File: config.mk
export PLATFORM = sky130hd
export DESIGN_NAME = udma_tx_streamer
export DESIGN_NICKNAME = d
export VERILOG_FILES = /design/src/udma_fixture_pkg.sv /design/src/udma_tx_streamer.sv
export SDC_FILE = /design/constraint.sdc
export NUM_CORES = 1
export LEC_CHECK = 0
export ABC_AREA = 1
export ABC_CLOCK_PERIOD_IN_PS = 2500
export BUFFER_PORTS_ARGS = -buffer_cell sky130_fd_sc_hd__buf_2
export CAP_MARGIN = 20
export CORE_ASPECT_RATIO = 0.8
export CORE_MARGIN = 1
export CORE_UTILIZATION = 51
export DETAILED_ROUTE_END_ITERATION = 7
export PLACE_DENSITY = 0.91
export SYNTH_ARGS = -nofsm -noshare
export SYNTH_HDL_FRONTEND = slang
export SYNTH_SLANG_ARGS = --single-unit
File: constraint.sdc
create_clock -name sys_clk -period 2.5 [get_ports sys_clk]
set_clock_uncertainty 0.2 [all_clocks]
set_input_delay 0.375 -clock sys_clk [delete_from_list [all_inputs] [get_ports sys_clk]]
set_output_delay 0.375 -clock sys_clk [all_outputs]
set_load 0.005 [all_outputs]
File: src/udma_fixture_pkg.sv
/*
 * uDMA HyperBus fixture shared definitions
 * Widths, register map and the config word decode
 */
`default_nettype none

package udma_fixture_pkg;

    //////////////////////////////////////////////////
    // Widths
    //////////////////////////////////////////////////
    localparam int CFG_ADDR_W     = 5;
    localparam int DATA_W         = 32;
    localparam int L2_ADDR_W      = 12;     // L2 byte address
    localparam int SIZE_W         = 16;     // Transfer size in bytes
    localparam int BYTES_PER_WORD = 4;

    //////////////////////////////////////////////////
    // Channel register map
    //////////////////////////////////////////////////
    localparam logic [CFG_ADDR_W-1:0] REG_RX_SADDR       = 5'd0;
    localparam logic [CFG_ADDR_W-1:0] REG_RX_SIZE        = 5'd1;
    localparam logic [CFG_ADDR_W-1:0] REG_UDMA_RXCFG     = 5'd2;
    localparam logic [CFG_ADDR_W-1:0] REG_TX_SADDR       = 5'd3;
    localparam logic [CFG_ADDR_W-1:0] REG_TX_SIZE        = 5'd4;
    localparam logic [CFG_ADDR_W-1:0] REG_UDMA_TXCFG     = 5'd5;
    localparam logic [CFG_ADDR_W-1:0] REG_HYPER_CA_SETUP = 5'd6;
    localparam logic [CFG_ADDR_W-1:0] REG_STATUS         = 5'd9;

    // One cfg word seen either as a uDMA channel config or as a CA setup
    // CA values 1 mem write, 5 mem read, 2 reg write and 6 reg read
    typedef union packed {
        struct packed {
            logic [25:0] rsvd_hi;
            logic        clr;           // Bit 5
            logic        en;            // Bit 4
            logic        rsvd_lo;
            logic [1:0]  datasize;      // Bits 2:1
            logic        continuous;    // Bit 0
        } udma;
        struct packed {
            logic [28:0] rsvd_hi;
            logic        read;          // Bit 2
            logic        reg_space;     // Bit 1
            logic        rsvd_lo;
        } ca;
    } cfg_word_u;

endpackage

`default_nettype wire
File: src/udma_tx_streamer.sv
/*
 * uDMA TX streamer
 * Walks L2 word by word and streams it out under valid/ready
 */
`timescale 1ns/100ps
`default_nettype none

module udma_tx_streamer (
    input  wire                                     sys_clk,
    input  wire                                     rst_n,
    input  wire                                     start_i,
    input  wire  [udma_fixture_pkg::L2_ADDR_W-1:0]  saddr_i,
    input  wire  [udma_fixture_pkg::SIZE_W-1:0]     size_i,
    input  wire  [udma_fixture_pkg::DATA_W-1:0]     rd_data_i,
    input  wire                                     tx_ready_i,
    output logic [udma_fixture_pkg::L2_ADDR_W-1:0]  rd_addr_o,
    output logic [udma_fixture_pkg::DATA_W-1:0]     tx_data_o,
    output logic                                    tx_valid_o,
    output logic                                    busy_o,
    output logic [udma_fixture_pkg::SIZE_W-1:0]     bytes_left_o
);
    import udma_fixture_pkg::*;

    logic                  busy_q;
    logic [L2_ADDR_W-1:0]  addr_q;
    logic [SIZE_W-1:0]     size_q;
    logic [SIZE_W-1:0]     sent_q;       // Bytes already moved
    logic [SIZE_W-1:0]     remain;
    logic                  beat;
    logic                  last_beat;

    assign remain    = (size_q > sent_q) ? size_q - sent_q : '0;
    assign beat      = busy_q & tx_ready_i;
    assign last_beat = (remain <= SIZE_W'(BYTES_PER_WORD));

    //////////////////////////////////////////////////
    // Transfer control
    //////////////////////////////////////////////////
    always_ff @(posedge sys_clk or negedge rst_n) begin
        if (!rst_n) begin
            busy_q <= 1'b0;
            addr_q <= '0;
            size_q <= '0;
            sent_q <= '0;
        end else if (!busy_q) begin
            if (start_i) begin                      // Starts ignored while running
                busy_q <= 1'b1;
                addr_q <= saddr_i;
                size_q <= size_i;
                sent_q <= '0;
            end
        end else if (beat) begin
            if (last_beat) begin
                busy_q <= 1'b0;                     // Valid drops after last word
            end
            addr_q <= addr_q + L2_ADDR_W'(BYTES_PER_WORD);
            sent_q <= sent_q + SIZE_W'(BYTES_PER_WORD);
        end
    end

    // Word is held at the same address until it moves
    assign rd_addr_o    = addr_q;
    assign tx_data_o    = rd_data_i;
    assign tx_valid_o   = busy_q;
    assign busy_o       = busy_q;
    assign bytes_left_o = busy_q ? remain : '0;

endmodule

`default_nettype wire

Word-level counts from Yosys, hierarchy flattened:

Index checks and enable logic that the tools add are counted.

* output and inout bits: 62
* word-level logic and storage cells: 27
* flip-flop bits (word level): 45
* input bits: 64

* add/sub/neg operators: 3
* reduce and logical (&&, ||, !) cells: 3
* $lt $le $gt $ge: 2
* equality and inequality tests: 1
* mux-type cells: 12
* bitwise gates (word level): 2

Operator list (number)
* 16-bit 2-to-1 mux: 5
* 12-bit 2-to-1 mux: 3
* 16-bit by 3-bit adder with 16-bit output (second input constant): 1
* 16-bit greater-than comparator: 1
* 16-bit by 3-bit less-or-equal comparator with 1-bit output (second input constant): 1
* 16-bit subtractor: 1
* 12-bit by 3-bit adder with 12-bit output (second input constant): 1
* 1-bit 2-to-1 mux: 4
* 2-bit AND reduction: 2
* 2-bit by 1-bit != test with 1-bit output (second input constant): 1
* 2-bit nonzero test: 1
* 1-bit bitwise AND: 1
* 1-bit inverter: 1

Depth between registers and ports, before layout:

* depth in word-level cells: 6
* mapped depth: 18

Least setup slack after synthesis:

No wires, ideal clock.

* kind: reg-to-output
* start: register sent_q[6]
* end: output port bytes_left_o[2] in the netlist's numbering
* buffers on the path: 1
* cell stages (with the launch flop): 12
* data arrival time: 1.753 ns
* setup slack: 0.172 ns
* cell sequence: dfrtp_1 -> inv_1 -> ha_1 -> nand2_1 -> nor2_4 -> nand3_2 -> nand2_2 -> nand2_2 -> nand2_4 -> nand2_4 -> buf_6 -> nor4_1

* longest elaborated chain between the ends: 3

Ends and longest elaborated chain
* start, declared: RTL line udma_tx_streamer.sv:27 `logic [SIZE_W-1:0] sent_q;`
* start signal, assigned: RTL line udma_tx_streamer.sv:57 `sent_q <= sent_q + SIZE_W'(BYTES_PER_WORD);`
* 16-bit greater-than comparator: RTL line udma_tx_streamer.sv:32 `assign remain = (size_q > sent_q) ? size_q - sent_q : '0;`
* 16-bit 2-to-1 mux: RTL line udma_tx_streamer.sv:32
* 16-bit 2-to-1 mux: RTL line udma_tx_streamer.sv:66 `assign bytes_left_o = busy_q ? remain : '0;`
* end, declared: RTL line udma_tx_streamer.sv:20 `output logic [udma_fixture_pkg::SIZE_W-1:0] bytes_left_o`

Every way passes these cells.

Final worst setup path:

* start: register sent_q[5]
* end: output port bytes_left_o[8] in the netlist's numbering

* longest elaborated chain between the ends: 3
* elaborated cells between the ends (all ways): 4

Ends and longest elaborated chain (RTL line)
* 16-bit subtractor or 16-bit greater-than comparator (tied branches): udma_tx_streamer.sv:32
* 16-bit 2-to-1 mux (*): udma_tx_streamer.sv:32
* 16-bit 2-to-1 mux (*): udma_tx_streamer.sv:66

Every way passes the cells marked *; elsewhere a longest branch is shown, timed or not.

==> impl_metrics.toml <==
[run_status]
status = "complete, but fails checks"
violations = "negative setup slack"

[synthesis]
syn_nets = 611
synthArstFlopShare_pct = 100.0
synthAdderAreaFrac_pct = 6.447
synth_top_family_by_area = "simple AND/OR/NAND/NOR gates"
synth_common_cells = "169 x nand2_1, 72 x inv_1, 45 x nor2_1"
synth_simple_gate_area_share_pct = 35.49
yosysMostFrequentCell = "nand2_1"
yosysSeqAreaShare_pct = 30.80
synth.mux.area_fraction_pct = 0
ys_dominant_reg_cell = "dfrtp_1"
synth.yosys.warnings = 0
synth_cells = 529
synth_xor_area_share_pct = 0.7521
synth-edff-count = 0
synthTopCellsByArea = "dfrtp_1 31%, nand2_1 18%, inv_1 7.7%, buf_4 7.1%, ha_1 6.4%"
syn_area_um2 = 3493
synth_seq_cells = 43
synth_compound_area_share_pct = 9.563
synth_top_area_share_pct = 30.80
avgSynthCellArea_um2 = 6.604
ys_types = 40
synth_largest_area_cell = "dfrtp_1"

[place]
place_congestion = 0.9879
dpl.hpwl_um = 7299
placed_cell_area_um2 = 3725
place_inst = 647
port_buffers = 61

[sta]
setup_violations = 17
rsz0062_at_grt = "yes"
period_share_pct = 108.0
hold_viol = 0
fmax_mhz = 370.4
setup_slack_ps = -200.1
slew_violations = 0
finalCriticalPeriod_ps = 2700

[grt]
grt-ovfl-total = 0
grt_usage_pct = 28.97
grt_pass1_vias = 3472
grt_pass1_wl_um = 16340
grt_start_max_net_pins = 29
antenna_found_initial = 0

[pwr]
netSwitchingPower_mw = 4.185
p_per_area_nw_per_um2 = 1735
pwr-share-clk_pct = 5.6
p_sw_share_pct = 51.61
power.share.combinational_pct = 78.9
power_frac_seq_pct = 15.5
p_int_mw = 3.924
irDropWorstVdd_v = 0.0007318
p_leak_nw = 2.464

[critical_path]
arrival_ps = 2130
cp_num_buf_inv = 4
crit_fanout = 5
path_cells = "inv_2 > ha_4 > nand2_2 > nand2_2 > nand2_2 > nand2_2 > inv_2 > nand2_2 > nand2_2 > nand2_4 > buf_6 > nand2_8 > nor3_2 > buf_2"
slowest_delay_ps = 380
start_kind = "flop"
reg2reg_from = "sent_q[3]"
crit_start = "sent_q[5]"
path_common_cell = "nand2_2"
worst_path_max_delay_cell = "dfrtp_1"
crit_required_ps = 1920
crit_type = "reg2out"
critPathCaptureType = "output port"
critPathTopFamily = "simple AND/OR/NAND/NOR gates"

[floorplan]
initial_core_util_pct = 53.69
fp.coreArea_um2 = 6506
dieArea_um2 = 7187
dieHeight_um = 76.03
fp.dieW_um = 94.53
io_pins = 126
std_cell_rows = 26

[clock_network]
cts_made_buffers = 5
clockBufferDepth = 2
cts_sinks = 43
cts_root_buf = "clkbuf_8"
cts_tree = "done"
cts_max_level = 2
clkTransAtPathRegs_ps = 90
clk_latency_ps = 300

[route]
route.detailed.drc = 0
vias = 3904
viasPerCell = 5.561
postRouteAntennaNets = 0
wl_per_cell_um = 15.91
first_iter_violations = 308
first_pass_iters = 6
wl_um = 11170

[min_path]
hp-class = "in2reg"
hold_start = "saddr_i[0]"

[final_layout]
syn_to_final_growth_pct = 33.78
num_antenna_cells = 0
fill_cells = 496
fin_cells = 702
final_core_util_pct = 71.83
finalInstanceArea_um2 = 4673
drive_gt1_share_pct = 38.67
nets = 699

[flow_run]
cap_violations = 0
==> power by group through the flow <==
stage	Combinational, mW	Clock (mW)	Sequential [mW]
after detailed placement	4.33	0	1.20
after CTS	5.30	0.459	1.24
after floorplan	3.02	0	1.17
final	6.40	0.454	1.26
after global placement	4.19	0	1.18
after global routing	6.93	0.496	1.28
==> path summary, 6_finish.rpt <==
check                             endpoint  slack, ps  cells after the start
max                        bytes_left_o[8]       -200                     14
min                           rd_addr_o[0]         70                      3
max reg2reg                         busy_o       -130                     18
min reg2reg                   rd_addr_o[0]        280                      2
max in group asynchronous       size_q[15]       1230                      3
min in group asynchronous        size_q[2]        300                      2
==> cell type report <==
type / count / area [um2] / area share (%)
Timing Repair Buffer: 124 / 808.3 / 17.30
Multi-Input combinational cell: 369 / 2315 / 49.53
Clock buffer: 6 / 72.57 / 1.553
Inverter: 74 / 282.8 / 6.051
Clock inverter: 2 / 12.51 / 0.2677
Tap cell: 84 / 105.1 / 2.249
Sequential cell: 43 / 1077 / 23.05
==> sequential cells by signal (all words and copies together) (netlist names) <==
name / flops
busy_o: 1
rd_addr_o: 12
sent_q: 14
size_q: 16
==> metrics by stage <==
step,setup WS [ps],TNS (ps),power (mW),hold slack (ps)
2_1_floorplan,171.7,0,4.182,-120.6
5_1_grt,-269.9,-3897,8.712,54.89
3_3_place_gp,5.928,0,5.371,91.85
6_report,-200.1,-2309,8.109,69.31
3_5_place_dp,-72.44,-134.9,5.527,95.68
4_1_cts,-132.6,-1393,6.994,63.56
==> worst reg2reg max path: stages (launching register included) <==
cell and delay (ps):
dfrtp_1 400, inv_2 110, ha_4 220, or2_4 250, nand3_2 90, nand2_2 70
nand2_2 80, nand2_4 90, buf_6 150, nand2_8 80, buf_4 110, buf_4 100
nor2_1 50, nor2_1 100, nand2_1 70, nor2_1 120, nand2_1 90, nand2_1 80
nand2_1 50
==> logic make-up after synthesis <==
group           after synthesis
xor+xnor                      3
fa+ha+maj                    18
simple gates                286
flops                        43
other cells                   2
buf+inv                     118
compound gates               59
==> layer usage <==
metal,wire [um],up-vias,GRT usage (%),part of all wire [%]
li1,-,1824,-,-
met1,4738,1824,40.19,42
met2,5100,215,46.52,46
met3,953,41,4.790,8.5
met4,375,0,8.030,3.4
met5,0,-,0,0
==> layout by cell type, fill, tap and decap left out, types with 13 or more instances in the layout <==
master / synthesis / layout
inv_2: 2 / 20
buf_2: 0 / 61
nor2_1: 45 / 37
nand2_2: 3 / 23
nand2_1: 169 / 142
ha_4: 0 / 14
dfrtp_1: 43 / 42
buf_4: 33 / 58
a21oi_1: 20 / 13
o21ai_0: 22 / 22
nand3_1: 32 / 23
inv_1: 72 / 53
==> what timing repair did <==
action                                 4_1_cts  5_1_grt
buffers inserted                            23       23
gates cloned                                 1        0
pin swaps                                   21       40
gates resized for setup                     64       52
setup endpoints to repair                   17       17
hold buffers                                 1        0
endpoints found under the hold margin       11        0
(Power assumes the default switching activity.)
