<file path="config.mk">
export PLATFORM = sky130hd
export DESIGN_NAME = udma_cfg_regs
export DESIGN_NICKNAME = d
export VERILOG_FILES = /design/src/udma_fixture_pkg.sv /design/src/udma_cfg_regs.sv
export SDC_FILE = /design/constraint.sdc
export NUM_CORES = 1
export LEC_CHECK = 0
export ABC_AREA = 0
export CORE_MARGIN = 1.5
export CORE_UTILIZATION = 38
export CTS_CLUSTER_DIAMETER = 200
export CTS_CLUSTER_SIZE = 20
export DETAILED_ROUTE_END_ITERATION = 10
export DONT_BUFFER_PORTS = 1
export PLACE_DENSITY = 0.5
export SLEW_MARGIN = 20
export SYNTH_ARGS = -nofsm -noshare
export SYNTH_HDL_FRONTEND = slang
export SYNTH_SLANG_ARGS = --single-unit
export TNS_END_PERCENT = 100
</file>
<file path="constraint.sdc">
create_clock -name sys_clk -period 1.9 [get_ports sys_clk]
set_input_delay 0.285 -clock sys_clk [delete_from_list [all_inputs] [get_ports sys_clk]]
set_output_delay 0.285 -clock sys_clk [all_outputs]
set_load 0.02 [all_outputs]
</file>
<file path="src/udma_fixture_pkg.sv">
/*
 * uDMA HyperBus fixture shared definitions
 * Widths, register map and the config word decode
 */
`default_nettype none

package udma_fixture_pkg;

    //////////////////////////////////////////////////
    // Widths
    //////////////////////////////////////////////////
    localparam int CFG_ADDR_W     = 5;
    localparam int DATA_W         = 32;
    localparam int L2_ADDR_W      = 12;     // L2 byte address
    localparam int SIZE_W         = 16;     // Transfer size in bytes
    localparam int BYTES_PER_WORD = 4;

    //////////////////////////////////////////////////
    // Channel register map
    //////////////////////////////////////////////////
    localparam logic [CFG_ADDR_W-1:0] REG_RX_SADDR       = 5'd0;
    localparam logic [CFG_ADDR_W-1:0] REG_RX_SIZE        = 5'd1;
    localparam logic [CFG_ADDR_W-1:0] REG_UDMA_RXCFG     = 5'd2;
    localparam logic [CFG_ADDR_W-1:0] REG_TX_SADDR       = 5'd3;
    localparam logic [CFG_ADDR_W-1:0] REG_TX_SIZE        = 5'd4;
    localparam logic [CFG_ADDR_W-1:0] REG_UDMA_TXCFG     = 5'd5;
    localparam logic [CFG_ADDR_W-1:0] REG_HYPER_CA_SETUP = 5'd6;
    localparam logic [CFG_ADDR_W-1:0] REG_STATUS         = 5'd9;

    // One cfg word seen either as a uDMA channel config or as a CA setup
    // CA values 1 mem write, 5 mem read, 2 reg write and 6 reg read
    typedef union packed {
        struct packed {
            logic [25:0] rsvd_hi;
            logic        clr;           // Bit 5
            logic        en;            // Bit 4
            logic        rsvd_lo;
            logic [1:0]  datasize;      // Bits 2:1
            logic        continuous;    // Bit 0
        } udma;
        struct packed {
            logic [28:0] rsvd_hi;
            logic        read;          // Bit 2
            logic        reg_space;     // Bit 1
            logic        rsvd_lo;
        } ca;
    } cfg_word_u;

endpackage

`default_nettype wire
</file>
<file path="src/udma_cfg_regs.sv">
/*
 * uDMA channel configuration registers
 * Cfg bus write and read-back, TX/RX start pulses, command decode
 */
`timescale 1ns/100ps
`default_nettype none

module udma_cfg_regs (
    input  wire                                     sys_clk,
    input  wire                                     rst_n,
    input  wire                                     cfg_valid_i,
    input  wire                                     cfg_rwn_i,
    input  wire  [udma_fixture_pkg::CFG_ADDR_W-1:0] cfg_addr_i,
    input  wire  [udma_fixture_pkg::DATA_W-1:0]     cfg_data_i,
    input  wire                                     tx_busy_i,
    input  wire                                     rx_busy_i,
    output logic [udma_fixture_pkg::DATA_W-1:0]     cfg_data_o,
    output logic                                    tx_start_o,
    output logic                                    rx_start_o,
    output logic [udma_fixture_pkg::L2_ADDR_W-1:0]  tx_saddr_o,
    output logic [udma_fixture_pkg::SIZE_W-1:0]     tx_size_o,
    output logic [udma_fixture_pkg::L2_ADDR_W-1:0]  rx_saddr_o,
    output logic [udma_fixture_pkg::SIZE_W-1:0]     rx_size_o,
    output logic                                    hyper_cmd_read_o,
    output logic                                    hyper_cmd_reg_o
);
    import udma_fixture_pkg::*;

    cfg_word_u            cfg_word;
    cfg_word_u            ca_setup_q;
    cfg_word_u            tx_cfg_rd;
    cfg_word_u            rx_cfg_rd;
    logic                 cfg_wr;
    logic [2:0]           tx_mode_q;     // {datasize, continuous}
    logic [2:0]           rx_mode_q;
    logic                 tx_start_q;
    logic                 rx_start_q;

    assign cfg_word = cfg_data_i;
    assign cfg_wr   = cfg_valid_i & ~cfg_rwn_i;

    //////////////////////////////////////////////////
    // Register writes and start pulses
    //////////////////////////////////////////////////
    always_ff @(posedge sys_clk or negedge rst_n) begin
        if (!rst_n) begin
            rx_saddr_o <= '0;
            rx_size_o  <= '0;
            rx_mode_q  <= '0;
            tx_saddr_o <= '0;
            tx_size_o  <= '0;
            tx_mode_q  <= '0;
            ca_setup_q <= '0;
            tx_start_q <= 1'b0;
            rx_start_q <= 1'b0;
        end else begin
            tx_start_q <= 1'b0;                     // One-cycle pulses
            rx_start_q <= 1'b0;
            if (cfg_wr) begin
                case (cfg_addr_i)
                    REG_RX_SADDR:       rx_saddr_o <= cfg_data_i[L2_ADDR_W-1:0];
                    REG_RX_SIZE:        rx_size_o  <= cfg_data_i[SIZE_W-1:0];
                    REG_TX_SADDR:       tx_saddr_o <= cfg_data_i[L2_ADDR_W-1:0];
                    REG_TX_SIZE:        tx_size_o  <= cfg_data_i[SIZE_W-1:0];
                    REG_HYPER_CA_SETUP: ca_setup_q <= cfg_word;
                    REG_UDMA_RXCFG: begin
                        rx_mode_q  <= {cfg_word.udma.datasize, cfg_word.udma.continuous};
                        rx_start_q <= cfg_word.udma.en & (rx_size_o != '0);
                    end
                    REG_UDMA_TXCFG: begin
                        tx_mode_q  <= {cfg_word.udma.datasize, cfg_word.udma.continuous};
                        tx_start_q <= cfg_word.udma.en & (tx_size_o != '0);
                    end
                    default: ;                      // Read-only or unmapped
                endcase
            end
        end
    end

    assign tx_start_o = tx_start_q;
    assign rx_start_o = rx_start_q;

    // Command levels from the stored CA setup
    assign hyper_cmd_read_o = ca_setup_q.ca.read;
    assign hyper_cmd_reg_o  = ca_setup_q.ca.reg_space;

    //////////////////////////////////////////////////
    // Read-back
    //////////////////////////////////////////////////
    always_comb begin
        tx_cfg_rd                 = '0;
        tx_cfg_rd.udma.datasize   = tx_mode_q[2:1];
        tx_cfg_rd.udma.continuous = tx_mode_q[0];
        tx_cfg_rd.udma.en         = tx_busy_i;      // En reads back as running
        rx_cfg_rd                 = '0;
        rx_cfg_rd.udma.datasize   = rx_mode_q[2:1];
        rx_cfg_rd.udma.continuous = rx_mode_q[0];
        rx_cfg_rd.udma.en         = rx_busy_i;
    end

    always_comb begin
        case (cfg_addr_i)
            REG_RX_SADDR:       cfg_data_o = DATA_W'(rx_saddr_o);
            REG_RX_SIZE:        cfg_data_o = DATA_W'(rx_size_o);
            REG_UDMA_RXCFG:     cfg_data_o = rx_cfg_rd;
            REG_TX_SADDR:       cfg_data_o = DATA_W'(tx_saddr_o);
            REG_TX_SIZE:        cfg_data_o = DATA_W'(tx_size_o);
            REG_UDMA_TXCFG:     cfg_data_o = tx_cfg_rd;
            REG_HYPER_CA_SETUP: cfg_data_o = ca_setup_q;
            REG_STATUS:         cfg_data_o = {{(DATA_W-2){1'b0}}, rx_busy_i, tx_busy_i};
            default:            cfg_data_o = '0;
        endcase
    end

endmodule

`default_nettype wire

</file>
Yosys cells after proc, flatten, opt, wreduce, memory -nomap -nowiden
Index checks and enable logic that the tools add are counted.
{"block": "op_classes", "eq_ne": 7, "muxes": 5, "reduce_logical": 10, "bitwise": 4}
{"op": "case mux 32 bit (8 select lines)", "count": 1}
{"op": "nonzero test 16 bit", "count": 2}
{"op": "== test 5 x 3 -> 1 bit (second input constant)", "count": 3}
{"op": "AND reduction 2 bit", "count": 7}
{"op": "== test 5 x 2 -> 1 bit (second input constant)", "count": 2}
{"op": "== test 5 x 1 -> 1 bit (second input constant)", "count": 1}
{"op": "== test 5 x 4 -> 1 bit (second input constant)", "count": 1}
{"op": "zero test 5 bit", "count": 1}
{"op": "two-way mux 1 bit", "count": 4}
{"op": "bitwise AND 1 bit", "count": 3}
{"op": "inverter 1 bit", "count": 1}
{"block": "word_totals", "register_bits": 96, "word_cells": 35, "output_inout_bits": 92, "in_bits": 43}

Logic depth before layout (Yosys ltp)
{"block": "logic_depth", "ltp_word": 4, "mapped_depth": 7, "depth_no_buf": 3}

Worst setup path before layout
Ideal clock, no wire load.
{"block": "synth_path", "path_kind": "input to output", "from": "input cfg_addr_i[1] in the netlist's numbering", "to": "output cfg_data_o[4] in the netlist's numbering", "cell_stages": 4, "path_slack_ns": -0.203, "arrival_time_ns": 1.818, "required_time_ns": 1.615, "n_path_buf": 3, "path_cell_list": "buf_1 clkbuf_1 clkbuf_1 mux2i_1"}
{"block": "synth_via", "elab_chain_cells": 2, "word_cells_on_any_way": 9, "classes_between": "eq/ne (7); mux (1); reduce/logical (1)"}
{"item": "start: declaration", "line": "udma_cfg_regs.sv:13", "text": "input wire [udma_fixture_pkg::CFG_ADDR_W-1:0] cfg_addr_i,"}
{"item": "== test 5 x 4 -> 1 bit (tied with other cells)", "line": "udma_cfg_regs.sv:102", "text": "case (cfg_addr_i)"}
{"item": "case mux 32 bit (8 select lines) *", "line": "udma_cfg_regs.sv:102"}
{"item": "end: declaration", "line": "udma_cfg_regs.sv:17", "text": "output logic [udma_fixture_pkg::DATA_W-1:0] cfg_data_o,"}
Mark *: on every way between the ends. The rest lies on a longest branch, timed or not.

Worst setup path in the final report
{"block": "layout_path", "from": "register tx_size_o[4] in the netlist's numbering", "to": "output cfg_data_o[4] in the netlist's numbering"}
{"block": "layout_via", "elab_chain_cells": 1}
{"item": "start: declaration", "line": "udma_cfg_regs.sv:21", "text": "output logic [udma_fixture_pkg::SIZE_W-1:0] tx_size_o,"}
{"item": "start signal: assignment", "line": "udma_cfg_regs.sv:64", "text": "REG_TX_SIZE: tx_size_o <= cfg_data_i[SIZE_W-1:0];"}
{"item": "case mux 32 bit (8 select lines)", "line": "udma_cfg_regs.sv:102"}
Every way passes these cells.

==> impl_metrics.tcl <==
set metrics [dict create \
    grt_use_met1 0.248 \
    yosysSeqAreaShare 0.528 \
    crit_chain "mux4_2, nand2_2, mux2i_2, buf_4" \
    clock-sinks 96 \
    wl_per_cell_um 23.9 \
    drt_pass1_iterations 8 \
    grt_use_met2 0.324 \
    yosysMostFrequentCell "dfrtp_1" \
    cp_max_fo 2 \
    start_util 0.393 \
    htree_levels 3 \
    crit_path_end_kind "output pin" \
    path_clk_slew_ns 0.07 \
    grt_usage 0.200 \
    setup_viol_count_final 0 \
    postCtsSetupBuffers 0 \
    ant_nets 0 \
    synth_warnings 0 \
    hpwl_mm 8.38 \
    ios 135 \
    gr-total-overflow 0 \
    failed_checks "DRC, hold timing" \
    fp.dieArea_um2 12600 \
    cts_buffer_depth 2 \
    synth_top_family_by_area "multiplexers" \
    post-route-util 0.447 \
    rsz0062_at_grt "yes" \
    required_ns 1.62 \
    drc 8 \
    critical_path_buf_inv_count 1 \
    worst_hold_slack_ns -0.369 \
    num-nets-final 397 \
    fin_crit_ns 1.83 \
    cp_top_family "multiplexers" \
    grt.busiest_layer "met2" \
    synth_commonest_cells "96 x dfrtp_1, 85 x mux2_2, 23 x mux2i_1" \
    syn_area_um2 4550 \
    power.density_nw_per_um2 981 \
    dieHeight_um 112 \
    skew_ns 0.00691 \
    root_buffer "clkbuf_16" \
    diodes 0 \
    drive_above_1_share 0.426 \
    global_route.usage.met3 0.0718 \
    design.core.area_um2 11600 \
    ir_drop_v 0.000397 \
    syn-num-nets 376 \
    synth.avg_cell_area_um2 13.7 \
    num_rows 39 \
    synthMuxAreaShare 0.304 \
    crit_arrival_ns 1.55 \
    hp-class "in2async" \
    synth_compound_area_frac 0.0553 \
    ys_async_sr_fraction 1.00 \
    drv_slew 0 \
    gp_congestion 0.767 \
    yosys.area_share.simple 0.0863 \
    routed_wl_mm 12.0 \
    antenna_found_initial 0 \
    p_total_mw 5.07 \
    relSlewSlack 0.672 \
    synth_edf_count 0 \
    synth.top_cells.by_area "dfrtp_1 53%, mux2_2 21%, mux2i_1 5.1%" \
    synth_top_cell_by_area "dfrtp_1" \
    n_fill_cell 1081 \
    cts_buffers 9 \
    portBuffers 0 \
    vias_per_cell 5.71 \
    finalHoldViolations 96 \
    grt_pass1_wl_mm 18.7 \
    cts_tree "yes" \
    syn_to_final_growth_pct 13.7 \
    max-cap-violations 0 \
    synth_top_area_share 0.528 \
    fmax_mhz 546 \
    startpoint_type "register" \
    cp_slowest_cell "mux4_2" \
    yosysUniqueCellTypes 42 \
    leakage_nw 2.49 \
    yosys.area_share.xor_xnor 0 \
    synth_seq_cells 96 \
    period_share 0.964 \
    slowest_delay_ns 0.47 \
    vias 2856 \
    synth_ff_type "dfrtp_1" \
    syn_inst 333 \
    status "finished with violations" \
    drt_iter0_markers 133 \
    grt_pass1_vias 3101 \
    yosys.area_share.adder 0 \
    dieWidth_um 112 \
    clkLatencyLatePin_ns 0.35 \
    grt_start_max_net_pins 97 \
    worst_pin_slew_ns 0.487 \
    critPathKind "reg2out" \
]
-- path summary, 6_finish.rpt --
| path | from | to | slack (ns) | cells after the start |
|---|---|---|---|---|
| worst max-delay path | tx_size_o[4] | cfg_data_o[4] | 0.07 | 4 |
| worst min-delay path | rst_n | ca_setup_q[2] | -0.37 | 0 |
| worst max register to register | rx_size_o[12] | rx_start_o | 0.45 | 3 |
| worst min register to register | ca_setup_q[4] | ca_setup_q[4] | 0.49 | 1 |
| max in group asynchronous | rst_n | tx_size_o[6] | 2.13 | 0 |
| min in group sys_clk | cfg_data_i[5] | rx_size_o[5] | 0.06 | 1 |
-- power by group --
part / internal, mW / switching (mW)
clock network: 1.00 / 0.756
logic: 0.357 / 0.243
registers: 2.31 / 0.409
total: 3.67 / 1.41
-- stage by stage --
stage,instances,area (µm²),TNS (ns),setup slack (ns)
final,500,5170,0,0.0683
after global routing,500,5170,-0.0152,-0.0137
after detailed placement,486,4880,0,0.0532
after global placement,486,4880,0,0.0647
after CTS,500,5160,0,0.0173
after floorplan,333,4600,-2.38,-0.186
-- cell families after synthesis --
logic type,Yosys count
mux,121
flops,96
simple gates,60
compound gates,34
buf+inv,22
-- layout make-up --
cell class | count | area [µm²] | share of cell area
well taps | 143 | 179 | 0.0346
flip-flops and latches | 96 | 2400 | 0.465
inverters | 1 | 3.75 | 0.000725
multi-input cells | 215 | 2050 | 0.397
repair buffers | 31 | 258 | 0.0498
clock buffers | 10 | 229 | 0.0442
clock inverters | 4 | 47.5 | 0.00919
-- repair_timing --
action | CTS | global route
setup endpoints to repair | 1 | 3
resized for setup | 1 | 5
pin swaps | 0 | 0
hold endpoints to repair | 96 | 96
-- flip-flops by register name, summed over array words and instances (netlist names), 3 cells and up --
signal      count
rx_saddr_o     12
tx_saddr_o     12
tx_mode_q       3
tx_size_o      16
ca_setup_q     32
rx_size_o      16
rx_mode_q       3
-- cell usage in the layout, fill, tap and decap left out, types with 2 or more instances in the layout --
cell,n
mux2_2,85
nor4_1,8
clkbuf_16,9
nor4b_2,2
clkinv_2,2
a221o_1,2
mux2i_2,3
dfrtp_1,94
mux2_1,2
o2bb2ai_1,2
and2_1,16
a21oi_1,4
nand2_1,5
and4_1,2
o22ai_1,8
a221oi_1,4
mux2_4,10
nor3b_1,3
nand2b_1,2
or3_1,3
dfrtp_2,2
nor2b_1,3
a21o_1,7
buf_12,2
buf_4,29
mux2i_1,20
a22oi_1,2
nor2_1,3
-- metal layers --
metal	routed length (µm)	share of wire	up-vias
li1	-	-	1269
met1	5060	0.42	1488
met2	5830	0.49	86
met3	896	0.075	13
met4	184	0.015	0
met5	0	0	-
Power figures use the tool's default switching activity.
